**config.mk**
```make
export PLATFORM = sky130hd
export DESIGN_NAME = eic_top
export DESIGN_NICKNAME = d
export VERILOG_FILES = /design/src/rtl/eic_pkg.sv /design/src/rtl/eic_channel.sv /design/src/rtl/eic_core.sv /design/src/rtl/eic_priority_enc.sv /design/src/rtl/eic_reg_update.sv /design/src/rtl/eic_sense.sv /design/src/rtl/eic_sync.sv /design/src/rtl/eic_top.sv /design/src/rtl/eic_vector_enc.sv
export SDC_FILE = /design/constraint.sdc
export NUM_CORES = 1
export LEC_CHECK = 0
export ABC_AREA = 1
export BUFFER_PORTS_ARGS = -buffer_cell sky130_fd_sc_hd__buf_4
export CORE_MARGIN = 4
export CORE_UTILIZATION = 35
export CTS_BUF_LIST = sky130_fd_sc_hd__clkbuf_4 sky130_fd_sc_hd__clkbuf_8
export CTS_CLUSTER_DIAMETER = 150
export DETAILED_ROUTE_END_ITERATION = 6
export PLACE_DENSITY = 0.62
export SETUP_SLACK_MARGIN = 0.5
export SYNTH_ARGS = -nofsm -noshare
export SYNTH_HDL_FRONTEND = slang
export SYNTH_SLANG_ARGS = --single-unit
```
**constraint.sdc**
```tcl
create_clock -name CLK -period 5.1 [get_ports CLK]
set_clock_uncertainty 0.05 [all_clocks]
set_input_delay 0.765 -clock CLK [delete_from_list [all_inputs] [get_ports CLK]]
set_output_delay 0.765 -clock CLK [all_outputs]
set_load 0.01 [all_outputs]
```
**src/rtl/eic_pkg.sv**
```systemverilog
`default_nettype none

package eic_pkg;

    localparam int EIC_CHANNELS       = 32;
    localparam int EIC_SENSE_CHANNELS = 8;
    localparam int EIC_ADDR_WIDTH     = 3;

    typedef logic [31:0]                 eic_word_t;
    typedef logic [EIC_ADDR_WIDTH-1:0]   eic_addr_t;
    typedef logic [EIC_CHANNELS-1:0]     eic_lines_t;
    typedef logic [5:0]                  eic_irq_num_t;
    typedef logic [7:0]                  eic_ipl_t;
    typedef logic [5:0]                  eic_vector_t;
    typedef logic [17:1]                 eic_offset_t;
    typedef logic [3:0]                  eic_shadow_t;

    // register map, one word each
    localparam eic_addr_t REG_EICR   = 3'd0;
    localparam eic_addr_t REG_EIMSK  = 3'd1;
    localparam eic_addr_t REG_EIFR   = 3'd2;
    localparam eic_addr_t REG_EIFRS  = 3'd3;
    localparam eic_addr_t REG_EIFRC  = 3'd4;
    localparam eic_addr_t REG_EISMSK = 3'd5;
    localparam eic_addr_t REG_EIIPR  = 3'd6;
    localparam eic_addr_t REG_EIACM  = 3'd7;

    localparam int EICR_EE = 0;

    // two mode bits per sensed line
    localparam eic_word_t EISMSK_MASK = eic_word_t'((64'd1 << (2 * EIC_SENSE_CHANNELS)) - 1);

    // byte addresses, offset output is in halfwords
    localparam int EIC_VECTOR_BASE    = 'h200;
    localparam int EIC_VECTOR_SPACING = 'h20;

    typedef enum logic [1:0] {
        SENSE_LEVEL = 2'd0,
        SENSE_ANY   = 2'd1,
        SENSE_FALL  = 2'd2,
        SENSE_RISE  = 2'd3
    } eic_sense_e;

    typedef enum logic [1:0] {
        UPD_KEEP  = 2'd0,
        UPD_WRITE = 2'd1,
        UPD_SET   = 2'd2,
        UPD_CLEAR = 2'd3
    } eic_update_e;

    typedef struct packed {
        logic      write_enable;
        eic_addr_t write_addr;
        eic_word_t write_data;
    } eic_bus_t;

    typedef struct packed {
        eic_offset_t offset;
        eic_shadow_t shadow_set;
        eic_ipl_t    level;
        eic_vector_t vector;
        logic        present;
    } eic_cpu_req_t;

    typedef struct packed {
        logic        iack;
        eic_ipl_t    ipl;
        eic_vector_t ivn;
    } eic_cpu_ack_t;

endpackage

`default_nettype wire

```
**src/rtl/eic_channel.sv**
```systemverilog
`timescale 1ns/1ps
`default_nettype none

module eic_channel (
    input  wire  CLK,
    input  wire  RESETn,
    input  wire  mask,
    input  wire  signal_in,
    input  wire  request_wr,
    input  wire  request_in,
    output logic request_out
);

    always_ff @(posedge CLK) begin
        if (!RESETn) begin
            request_out <= 1'b0;
        end else if (signal_in && mask) begin
            // a live event beats any clear in the same cycle
            request_out <= 1'b1;
        end else if (request_wr) begin
            request_out <= request_in;
        end
    end

endmodule

`default_nettype wire

```
**src/rtl/eic_core.sv**
```systemverilog
`timescale 1ns/1ps
`default_nettype none

module eic_core (
    input  wire                        CLK,
    input  wire                        RESETn,
    input  wire eic_pkg::eic_lines_t   signal,
    input  wire eic_pkg::eic_bus_t     bus,
    input  wire eic_pkg::eic_addr_t    read_addr,
    input  wire eic_pkg::eic_cpu_ack_t ack,
    output eic_pkg::eic_word_t         read_data,
    output eic_pkg::eic_cpu_req_t      req
);

    logic                  ee_q;
    eic_pkg::eic_word_t    eimsk_q;
    eic_pkg::eic_word_t    eismsk_q;
    eic_pkg::eic_word_t    eiacm_q;
    eic_pkg::eic_word_t    eicr_word;
    eic_pkg::eic_word_t    eicr_next;
    eic_pkg::eic_word_t    eimsk_next;
    eic_pkg::eic_word_t    eismsk_next;
    eic_pkg::eic_word_t    eiacm_next;
    eic_pkg::eic_update_e  eicr_op;
    eic_pkg::eic_update_e  eimsk_op;
    eic_pkg::eic_update_e  eismsk_op;
    eic_pkg::eic_update_e  eiacm_op;
    eic_pkg::eic_update_e  flag_op;
    eic_pkg::eic_lines_t   flag_wr;
    eic_pkg::eic_lines_t   flag_data;
    eic_pkg::eic_lines_t   ack_clear;
    eic_pkg::eic_lines_t   request_wr;
    eic_pkg::eic_lines_t   request_in;
    eic_pkg::eic_lines_t   enabled;
    eic_pkg::eic_lines_t   sensed;
    eic_pkg::eic_lines_t   flags;
    logic                  detect;
    eic_pkg::eic_irq_num_t number;
    eic_pkg::eic_cpu_req_t vec_req;

    assign eicr_word = eic_pkg::eic_word_t'(ee_q) << eic_pkg::EICR_EE;

    // write address to per-register operation
    always_comb begin
        eicr_op   = eic_pkg::UPD_KEEP;
        eimsk_op  = eic_pkg::UPD_KEEP;
        eismsk_op = eic_pkg::UPD_KEEP;
        eiacm_op  = eic_pkg::UPD_KEEP;
        flag_op   = eic_pkg::UPD_KEEP;
        if (bus.write_enable) begin
            case (bus.write_addr)
                eic_pkg::REG_EICR:   eicr_op   = eic_pkg::UPD_WRITE;
                eic_pkg::REG_EIMSK:  eimsk_op  = eic_pkg::UPD_WRITE;
                eic_pkg::REG_EIFR:   flag_op   = eic_pkg::UPD_WRITE;
                eic_pkg::REG_EIFRS:  flag_op   = eic_pkg::UPD_SET;
                eic_pkg::REG_EIFRC:  flag_op   = eic_pkg::UPD_CLEAR;
                eic_pkg::REG_EISMSK: eismsk_op = eic_pkg::UPD_WRITE;
                eic_pkg::REG_EIACM:  eiacm_op  = eic_pkg::UPD_WRITE;
                default: ;
            endcase
        end
    end

    eic_reg_update u_upd_eicr (.cur(eicr_word), .word(bus.write_data), .op(eicr_op),
                               .next(eicr_next));
    eic_reg_update u_upd_eimsk (.cur(eimsk_q), .word(bus.write_data), .op(eimsk_op),
                                .next(eimsk_next));
    eic_reg_update u_upd_eismsk (.cur(eismsk_q), .word(bus.write_data), .op(eismsk_op),
                                 .next(eismsk_next));
    eic_reg_update u_upd_eiacm (.cur(eiacm_q), .word(bus.write_data), .op(eiacm_op),
                                .next(eiacm_next));

    always_ff @(posedge CLK) begin
        if (!RESETn) begin
            ee_q     <= 1'b0;
            eimsk_q  <= '0;
            eismsk_q <= '0;
            eiacm_q  <= '0;
        end else begin
            ee_q     <= eicr_next[eic_pkg::EICR_EE];
            eimsk_q  <= eimsk_next;
            eismsk_q <= eismsk_next & eic_pkg::EISMSK_MASK;
            eiacm_q  <= eiacm_next;
        end
    end

    // flag writes as per-line enable and data
    always_comb begin
        case (flag_op)
            eic_pkg::UPD_WRITE: begin
                flag_wr   = '1;
                flag_data = bus.write_data;
            end
            eic_pkg::UPD_SET: begin
                flag_wr   = bus.write_data;
                flag_data = '1;
            end
            eic_pkg::UPD_CLEAR: begin
                flag_wr   = bus.write_data;
                flag_data = '0;
            end
            default: begin
                flag_wr   = '0;
                flag_data = '0;
            end
        endcase
    end

    // ivn beyond the line count shifts out to nothing
    assign ack_clear  = ack.iack ? (eiacm_q & (eic_pkg::eic_lines_t'(1) << ack.ivn)) : '0;
    assign request_wr = flag_wr | ack_clear;
    assign request_in = flag_data & ~ack_clear;
    assign enabled    = ee_q ? eimsk_q : '0;

    for (genvar i = 0; i < eic_pkg::EIC_CHANNELS; i++) begin : g_line
        if (i < eic_pkg::EIC_SENSE_CHANNELS) begin : g_sense
            eic_sense u_sense (
                .CLK        (CLK),
                .RESETn     (RESETn),
                .mode       (eic_pkg::eic_sense_e'(eismsk_q[2*i +: 2])),
                .signal_in  (signal[i]),
                .signal_out (sensed[i])
            );
        end else begin : g_level
            assign sensed[i] = signal[i];
        end

        eic_channel u_channel (
            .CLK         (CLK),
            .RESETn      (RESETn),
            .mask        (enabled[i]),
            .signal_in   (sensed[i]),
            .request_wr  (request_wr[i]),
            .request_in  (request_in[i]),
            .request_out (flags[i])
        );
    end

    eic_priority_enc u_prio (.flags(flags), .detect(detect), .number(number));

    eic_vector_enc u_vec (.number(number), .detect(detect), .req(vec_req));

    always_comb begin
        req         = vec_req;
        req.present = ee_q;
    end

    always_comb begin
        case (read_addr)
            eic_pkg::REG_EICR:   read_data = eicr_word;
            eic_pkg::REG_EIMSK:  read_data = eimsk_q;
            eic_pkg::REG_EIFR:   read_data = flags;
            eic_pkg::REG_EISMSK: read_data = eismsk_q;
            eic_pkg::REG_EIIPR:  read_data = signal;
            eic_pkg::REG_EIACM:  read_data = eiacm_q;
            // set and clear ports are write only
            default:             read_data = '0;
        endcase
    end

endmodule

`default_nettype wire

```
**src/rtl/eic_priority_enc.sv**
```systemverilog
`timescale 1ns/1ps
`default_nettype none

module eic_priority_enc (
    input  wire eic_pkg::eic_lines_t flags,
    output logic                     detect,
    output eic_pkg::eic_irq_num_t    number
);

    // later indices overwrite, so the highest set bit wins
    always_comb begin
        number = '0;
        for (int i = 0; i < eic_pkg::EIC_CHANNELS; i++) begin
            if (flags[i]) begin
                number = eic_pkg::eic_irq_num_t'(i);
            end
        end
    end

    assign detect = |flags;

endmodule

`default_nettype wire

```
**src/rtl/eic_reg_update.sv**
```systemverilog
`timescale 1ns/1ps
`default_nettype none

module eic_reg_update (
    input  wire eic_pkg::eic_word_t   cur,
    input  wire eic_pkg::eic_word_t   word,
    input  wire eic_pkg::eic_update_e op,
    output eic_pkg::eic_word_t        next
);

    always_comb begin
        case (op)
            eic_pkg::UPD_WRITE: begin
                next = word;
            end
            eic_pkg::UPD_SET: begin
                next = cur | word;
            end
            eic_pkg::UPD_CLEAR: begin
                next = cur & ~word;
            end
            default: begin
                next = cur;
            end
        endcase
    end

endmodule

`default_nettype wire

```
**src/rtl/eic_sense.sv**
```systemverilog
`timescale 1ns/1ps
`default_nettype none

module eic_sense (
    input  wire                      CLK,
    input  wire                      RESETn,
    input  wire eic_pkg::eic_sense_e mode,
    input  wire                      signal_in,
    output logic                     signal_out
);

    logic prev_q;

    always_ff @(posedge CLK) begin
        if (!RESETn) begin
            prev_q <= 1'b0;
        end else begin
            prev_q <= signal_in;
        end
    end

    // edge modes give a single cycle pulse
    always_comb begin
        case (mode)
            eic_pkg::SENSE_ANY:  signal_out = signal_in ^ prev_q;
            eic_pkg::SENSE_FALL: signal_out = prev_q & ~signal_in;
            eic_pkg::SENSE_RISE: signal_out = signal_in & ~prev_q;
            default:             signal_out = signal_in;
        endcase
    end

endmodule

`default_nettype wire

```
**src/rtl/eic_sync.sv**
```systemverilog
`timescale 1ns/1ps
`default_nettype none

module eic_sync (
    input  wire                      CLK,
    input  wire                      RESETn,
    input  wire eic_pkg::eic_lines_t async_in,
    output eic_pkg::eic_lines_t      sync_out
);

    eic_pkg::eic_lines_t meta_q;

    always_ff @(posedge CLK) begin
        if (!RESETn) begin
            meta_q   <= '0;
            sync_out <= '0;
        end else begin
            meta_q   <= async_in;
            sync_out <= meta_q;
        end
    end

endmodule

`default_nettype wire

```
**src/rtl/eic_top.sv**
```systemverilog
`timescale 1ns/1ps
`default_nettype none

module eic_top (
    input  wire                        CLK,
    input  wire                        RESETn,
    input  wire eic_pkg::eic_lines_t   signal,
    input  wire eic_pkg::eic_bus_t     bus,
    input  wire eic_pkg::eic_addr_t    read_addr,
    input  wire eic_pkg::eic_cpu_ack_t ack,
    output eic_pkg::eic_word_t         read_data,
    output eic_pkg::eic_cpu_req_t      req
);

    eic_pkg::eic_lines_t signal_sync;

    // raw lines are asynchronous to CLK
    eic_sync u_sync (
        .CLK      (CLK),
        .RESETn   (RESETn),
        .async_in (signal),
        .sync_out (signal_sync)
    );

    eic_core u_core (
        .CLK       (CLK),
        .RESETn    (RESETn),
        .signal    (signal_sync),
        .bus       (bus),
        .read_addr (read_addr),
        .ack       (ack),
        .read_data (read_data),
        .req       (req)
    );

endmodule

`default_nettype wire

```
**src/rtl/eic_vector_enc.sv**
```systemverilog
`timescale 1ns/1ps
`default_nettype none

module eic_vector_enc (
    input  wire eic_pkg::eic_irq_num_t number,
    input  wire                        detect,
    output eic_pkg::eic_cpu_req_t      req
);

    logic [17:0] byte_offset;

    assign byte_offset = 18'(eic_pkg::EIC_VECTOR_BASE)
                       + 18'(number) * 18'(eic_pkg::EIC_VECTOR_SPACING);

    always_comb begin
        req = '0;
        if (detect) begin
            // level 0 means no request, so shift up by one
            req.level  = eic_pkg::eic_ipl_t'(number) + 8'd1;
            req.vector = number;
            req.offset = byte_offset[17:1];
        end
        req.shadow_set = '0;
        // present comes from the control register in the core
        req.present = 1'b0;
    end

endmodule

`default_nettype wire

```
==> metrics.cfg, run 1 <==
[logic_synthesis]
synth_area_per_cell_sq_um = 6.894
synth_top_area_share_pct = 40.54
synth_seq_cells = 185
async_reset_ff_share_pct = 0
synthCells = 1325
synthesis.area_sq_um = 9135
yosysUniqueCellTypes = 35
synth_flop_cell = dfxtp_1
synthTopCellsByArea = dfxtp_1 41%, nand2_1 11%, a21oi_1 8.1%, inv_1 6.3%, nand3_1 5.5%
ys_seq_area_share_pct = 40.54
ys_warn_count = 0
yosysTopAreaCell = dfxtp_1
synth_edf_count = 0

[timing]
post-route-min-period_ns = 4.122
maxSlewViolCount = 0
fin_ws_ns = 0.9782
relSlewSlack_pct = 27.06
setup_tns_ns = 0
fin_hold_ws_ns = 0.3628
period_share_pct = 80.82
max_freq_mhz = 242.6
hold_viol = 0
worst_pin_slew_ns = 1.094
setup-violations-final = 0
rsz0062_at_grt = false

[global_routing]
grt_max_degree = 112
antenna_found_initial = 1
grt_usage_pct = 20.87
overflow = 0
grt_pass1_vias = 8472
grt_pass1_wl_um = 47550

[drt]
vias = 9126
wl_met1_um = 13800
drt_wl_total_um = 30240
antenna_left = 0
drc = 1
routedWlPerCell_um = 17.25
wl_met3_um = 2617
viasPerCell = 5.206
met2_wirelength_um = 13240
dr.first_iter.drc_count = 909
top_layer = met5
dr.pass1.iters = 7

[cts]
holdBufCountCts = 0
cts_htree_levels = 4
cts_tree = yes
cts_root_buf = clkbuf_8
cts_buffers = 17
cts_buffer_depth = 2
clk_latency_ns = 0.47
cts_resized = 0
clock_sinks = 185
postCtsSetupBuffers = 0
path_clk_slew_ns = 0.10

[min_path]
whs_path_depth = 2
hp-class = reg -> reg
hold_end = u_sync.sync_out[17]
min-delay-start = u_sync.meta_q[17]

[critical_path]
startpoint_type = register
worstPathArrival_ns = 3.31
regToRegSetupSlack_ns = 3.23
required_ns = 4.28
ff2ff_path_depth = 4
crit_path_end_kind = output port
path_max_fanout = 4
r2r-start = u_core.ee_q
cp_top_family = simple AND/OR/NAND/NOR gates
crit_top_cell = nand2_1
r2r_end = u_core.g_line[5].u_channel.request_out
critPathKind = reg -> out
crit_buf_inv = 2
critical_path.max_stage_delay_ns = 0.41
slowest_stage = dfxtp_1

[run_status]
violations = DRC
outcome = finished with violations

[layout]
final_common_cell = nand2_1
finalCoreUtilization_pct = 42.14
diodes = 0
layout_common_cells = 261 x nand2_1, 184 x dfxtp_1, 154 x inv_1
layout-drive-gt1-share_pct = 15.53
area_delta_synth_final_pct = 17.18
final_area_sq_um = 10700
finalNetCount = 1517

[die]
start_util_pct = 35.97
num_rows = 58
die_w_um = 169.6
dieArea_sq_um = 28750
core_sq_um = 25400
pin_count = 156
die_y_um = 169.6

[power]
worst_ir_drop_vdd_uv = 173.9
p_leak_nw = 5.064
powerDensity_nw_per_um2 = 303.3

[place]
io_buffer_count = 129
routabilityCongestion = 0.8755
placed_area_sq_um = 10280
dp_hpwl_um = 20620
detailedPlace.worstSlack_ns = 1.520

[job]
max_cap_viol_count = 0

power breakdown:
group	switching [mW]	total [mW]	internal [mW]	leakage (nW)
registers	0.0511	1.56	1.51	1.52
logic	0.387	0.624	0.238	3.34
clock network	0.554	1.06	0.507	0.207
cell usage after synthesis (17+ instances only):
master and n:
inv_1 154, buf_4 24, ha_1 19, dfxtp_1 185, nand2_1 261, nand3_1 100
clkbuf_1 64, a21oi_1 148, o21ai_0 89, a22oi_1 34, o21ai_1 32, nor2_1 89
o211ai_1 17, inv_2 34
worst reg2reg max path: cells and delay by family (launching register included):
kind / cells / cell delay, ns
AO/OA/AOI/OAI: 3 / 0.53
AND/OR/NAND/NOR: 1 / 0.24
flip-flops: 1 / 0.98
worst max-delay path by stage:
| stage | startpoint | endpoint | slack, ns | depth (start not counted) |
|---|---|---|---|---|
| floorplan | u_core.g_line[2].u_channel.request_out | req[11] | 1.99 | 36 |
| global placement | u_core.g_line[1].u_channel.request_out | req[11] | 1.50 | 36 |
| detailed placement | u_core.g_line[1].u_channel.request_out | req[11] | 1.52 | 36 |
| CTS | u_core.g_line[1].u_channel.request_out | req[11] | 0.97 | 36 |
| global route | u_core.g_line[1].u_channel.request_out | req[11] | 0.65 | 36 |
| finish | u_core.g_line[1].u_channel.request_out | req[11] | 0.98 | 36 |
cells by family (layout without fill, tap and decap cells):
logic type,after synthesis,count (layout),share of synthesized area [%]
AND/OR/NAND/NOR,478,478,21.75
AO/OA/AOI/OAI,355,355,22.16
buffers and inverters,285,366,12.70
flip-flops,185,185,40.54
adder cells (fa/ha/maj),19,19,2.602
other,1,18,0.04105
XOR/XNOR,1,1,0.09589
multiplexers,1,1,0.1096
layer usage:
layer	vias to the layer above	track usage [%]
li1	4514	-
met2	395	32.20
met3	40	4.053
met5	-	0
met4	2	6.335
met1	4175	29.62
state kept, by name, indices dropped and copies added (netlist names):
signal and count:
u_core.eiacm_q 32, u_core.eimsk_q 32, u_core.g_line.u_channel.request_out 32, u_sync.meta_q 32, u_sync.sync_out 32, u_core.eismsk_q 16, u_core.g_line.g_sense.u_sense.prev_q 8, u_core.ee_q 1
per-stage QoR:
| step | cells | power (mW) |
|---|---|---|
| 4_1_cts | 1753 | 3.262 |
| 3_5_place_dp | 1721 | 2.211 |
| 2_1_floorplan | 1342 | 1.963 |
| 6_report | 1753 | 3.247 |
| 3_3_place_gp | 1721 | 2.202 |
| 5_1_grt | 1753 | 3.406 |
layout make-up:
class	count	area, sq um
Fill cell	2656	14700
Multi-Input combinational cell	872	4374
Sequential cell	185	3705
Timing Repair Buffer	143	1074
Inverter	191	716.9
Tap cell	330	412.9
Clock buffer	19	255.2
Clock inverter	13	166.4
(Power assumes the default switching activity.)
==> run 2: changes to the inputs <==
- PLACE_DENSITY: 0.62 -> 0.64
- clock period: 5.1 -> 3.4 ns (I/O delays scaled with it)
==> run 2 against run 1 <==
Effect of this change:
- the flow finishes with violations (setup timing)
- sequential power up 50%
- power up 50%
- utilization up 0.85 points
- critical endpoint unchanged
- highest routed layer is now met4
==> metrics.cfg, run 2 (synthesis gave the netlist of run 1 again) <==
[drt]
dr.first_iter.drc_count = 1101  ; +21%
vias = 9269  ; +1.6%
drt_wl_total_um = 30270  ; about the same
viasPerCell = 5.240  ; +0.65%
dr.pass1.iters = 5  ; -2
antenna_left = 0  ; unchanged
drc = 0  ; -1
routedWlPerCell_um = 17.11  ; -0.81%

[power]
p_seq_share_pct = 48.1  ; about the same
p_int_mw = 3.266  ; +45%
powerDensity_nw_per_um2 = 444.8  ; +47%
switching_share_pct = 32.76  ; +2.2 points
combPwrFrac_pct = 21.9  ; +2.7 points
power_mw = 4.857  ; +50%
worst_ir_drop_vdd_uv = 247.3  ; +42%
power_frac_clock_pct = 30.0  ; -2.7 points
p_leak_nw = 5.159  ; +1.9%
p_sw_mw = 1.591  ; +60%

[die]
core_sq_um = 25400  ; unchanged
die_y_um = 169.6  ; unchanged
die_w_um = 169.6  ; unchanged
num_rows = 58  ; unchanged
pin_count = 156  ; unchanged
start_util_pct = 35.97  ; unchanged
dieArea_sq_um = 28750  ; unchanged

[min_path]
hp-class = in -> reg
hold_end = u_sync.meta_q[14]
min-delay-start = signal[14]
whs_path_depth = 3  ; +1

[layout]
layout-drive-gt1-share_pct = 18.07  ; +2.5 points
fin_cells = 1769  ; +0.91%
diodes = 0  ; unchanged
nFillCells = 2634  ; -0.83%
finalNetCount = 1533  ; +1.1%
area_delta_synth_final_pct = 19.53
layout_common_cells = 253 x nand2_1, 181 x dfxtp_1, 152 x inv_1
final_common_cell = nand2_1

[critical_path]
startpoint_type = register
required_ns = 2.84  ; -1.44 ns
ff2ff_path_depth = 5  ; +1
critPathKind = reg -> out
r2r_end = u_core.g_line[3].u_channel.request_out
path_max_fanout = 4  ; unchanged
slowest_stage = dfxtp_2
r2r-start = u_core.ee_q
regToRegSetupSlack_ns = 1.56  ; -1.67 ns
worstPathArrival_ns = 3.18  ; -0.13 ns
crit_top_cell = nand2_1
critical_path.max_stage_delay_ns = 0.38  ; -0.03 ns
crit_path_end_kind = output port

[global_routing]
grt_pass1_wl_um = 46990  ; -1.2%
grt_pass1_vias = 8533  ; +0.72%
grt_usage_pct = 20.56  ; -0.31 points
antenna_found_initial = 0  ; -1
overflow = 0  ; unchanged
grt_max_degree = 77  ; -31%

[timing]
rsz0062_at_grt = true
relSlewSlack_pct = 42.93  ; +16 points
hold_viol = 0  ; unchanged
post-route-min-period_ns = 3.736
setup-violations-final = 5  ; +5
maxSlewViolCount = 0  ; unchanged
worst_pin_slew_ns = 0.8482  ; -0.2459 ns
max_freq_mhz = 267.7
fin_hold_ws_ns = 0.1449  ; -0.2178 ns
period_share_pct = 109.9
fin_ws_ns = -0.3361  ; -1.314 ns

[cts]
cts_tree = yes
cts_root_buf = clkbuf_8
cts_htree_levels = 4  ; unchanged
cts_buffers = 17  ; unchanged
cts_buffer_depth = 2  ; unchanged
clock_sinks = 185  ; unchanged
clk_latency_ns = 0.49  ; +0.02 ns
holdBufCountCts = 0  ; unchanged
path_clk_slew_ns = 0.11  ; about the same

[place]
routabilityCongestion = 0.8843  ; +1.0%
io_buffer_count = 129  ; unchanged
dp.cells = 1730  ; +0.52%
dp_hpwl_um = 20730  ; +0.51%

[run_status]
violations = setup timing
outcome = finished with violations

[job]
max_cap_viol_count = 0  ; unchanged

## run 2: cell types whose count changed in the layout (fill, tap and decap cells not counted), moves of 3 or more
cell | before | now
buf_4 | 143 | 150
nor2_1 | 87 | 84
nand2_1 | 261 | 253
bufinv_16 | 3 | 0
dfxtp_2 | 1 | 4
nand2_2 | 2 | 9
inv_8 | 0 | 3
dfxtp_1 | 184 | 181
buf_6 | 0 | 8
## run 2: area by class of cell
| type | count | area [sq um] | share of cell area [%] |
|---|---|---|---|
| inverter | 191 | 719.4 | 6.589 |
| tap | 330 | 412.9 | 3.781 |
| sequential | 185 | 3709 | 33.96 |
| clock inverter | 13 | 113.9 | 1.043 |
| timing repair buffer | 159 | 1236 | 11.32 |
| multi-input combinational | 872 | 4467 | 40.91 |
| clock buffer | 19 | 261.5 | 2.395 |
## run 2: what timing repair did
item	in CTS	in global routing
setup buffers	4	3
endpoints found under the setup margin	10	12
pin swaps	5	14
gates resized for setup	13	26
## run 2: per-layer routing
| metal | vias to the layer above | share of wire [%] | global-route usage, % |
|---|---|---|---|
| li1 | 4540 | - | - |
| met1 | 4222 | 45 | 29.17 |
| met2 | 466 | 43 | 30.97 |
| met3 | 41 | 9.9 | 5.055 |
| met4 | 0 | 1.9 | 6.265 |
| met5 | - | 0 | 0 |
## run 2: power by group through the flow
stage | combinational (mW) | sequential [mW] | clock [mW]
finish | 1.06 | 2.34 | 1.46
global route | 1.17 | 2.35 | 1.57
CTS | 0.978 | 2.33 | 1.48
detailed placement | 0.935 | 2.38 | 0
global placement | 0.923 | 2.38 | 0
floorplan | 0.583 | 2.36 | 0
## run 2: worst max path at each step
stage                                                 from       to  cells after the start
floorplan           u_core.g_line[2].u_channel.request_out  req[11]                     36
global placement    u_core.g_line[1].u_channel.request_out  req[11]                     36
detailed placement  u_core.g_line[2].u_channel.request_out  req[11]                     37
CTS                 u_core.g_line[2].u_channel.request_out  req[11]                     37
global route        u_core.g_line[2].u_channel.request_out  req[11]                     37
finish              u_core.g_line[3].u_channel.request_out  req[11]                     36
## run 2: worst max-delay path, delay by kind of cell, from the launching register on
kind,cells,cell delay (ns)
adder cells (fa/ha/maj),1,0.14
AND/OR/NAND/NOR,31,1.79
XOR/XNOR,1,0.13
buffers and inverters,3,0.25
flip-flops,1,0.38
## run 2: metrics by stage
step	worst slack (ns)	TNS [ns]	utilization, %	area [sq um]
final	-0.3361	-1.184	42.99	10920
after global routing	-0.6519	-3.269	42.99	10920
after CTS	-0.2749	-0.6539	42.50	10790
after detailed placement	0.1486	0	40.76	10350
after global placement	0.1647	0	40.76	10350
after floorplan	0.5482	0	-	9199
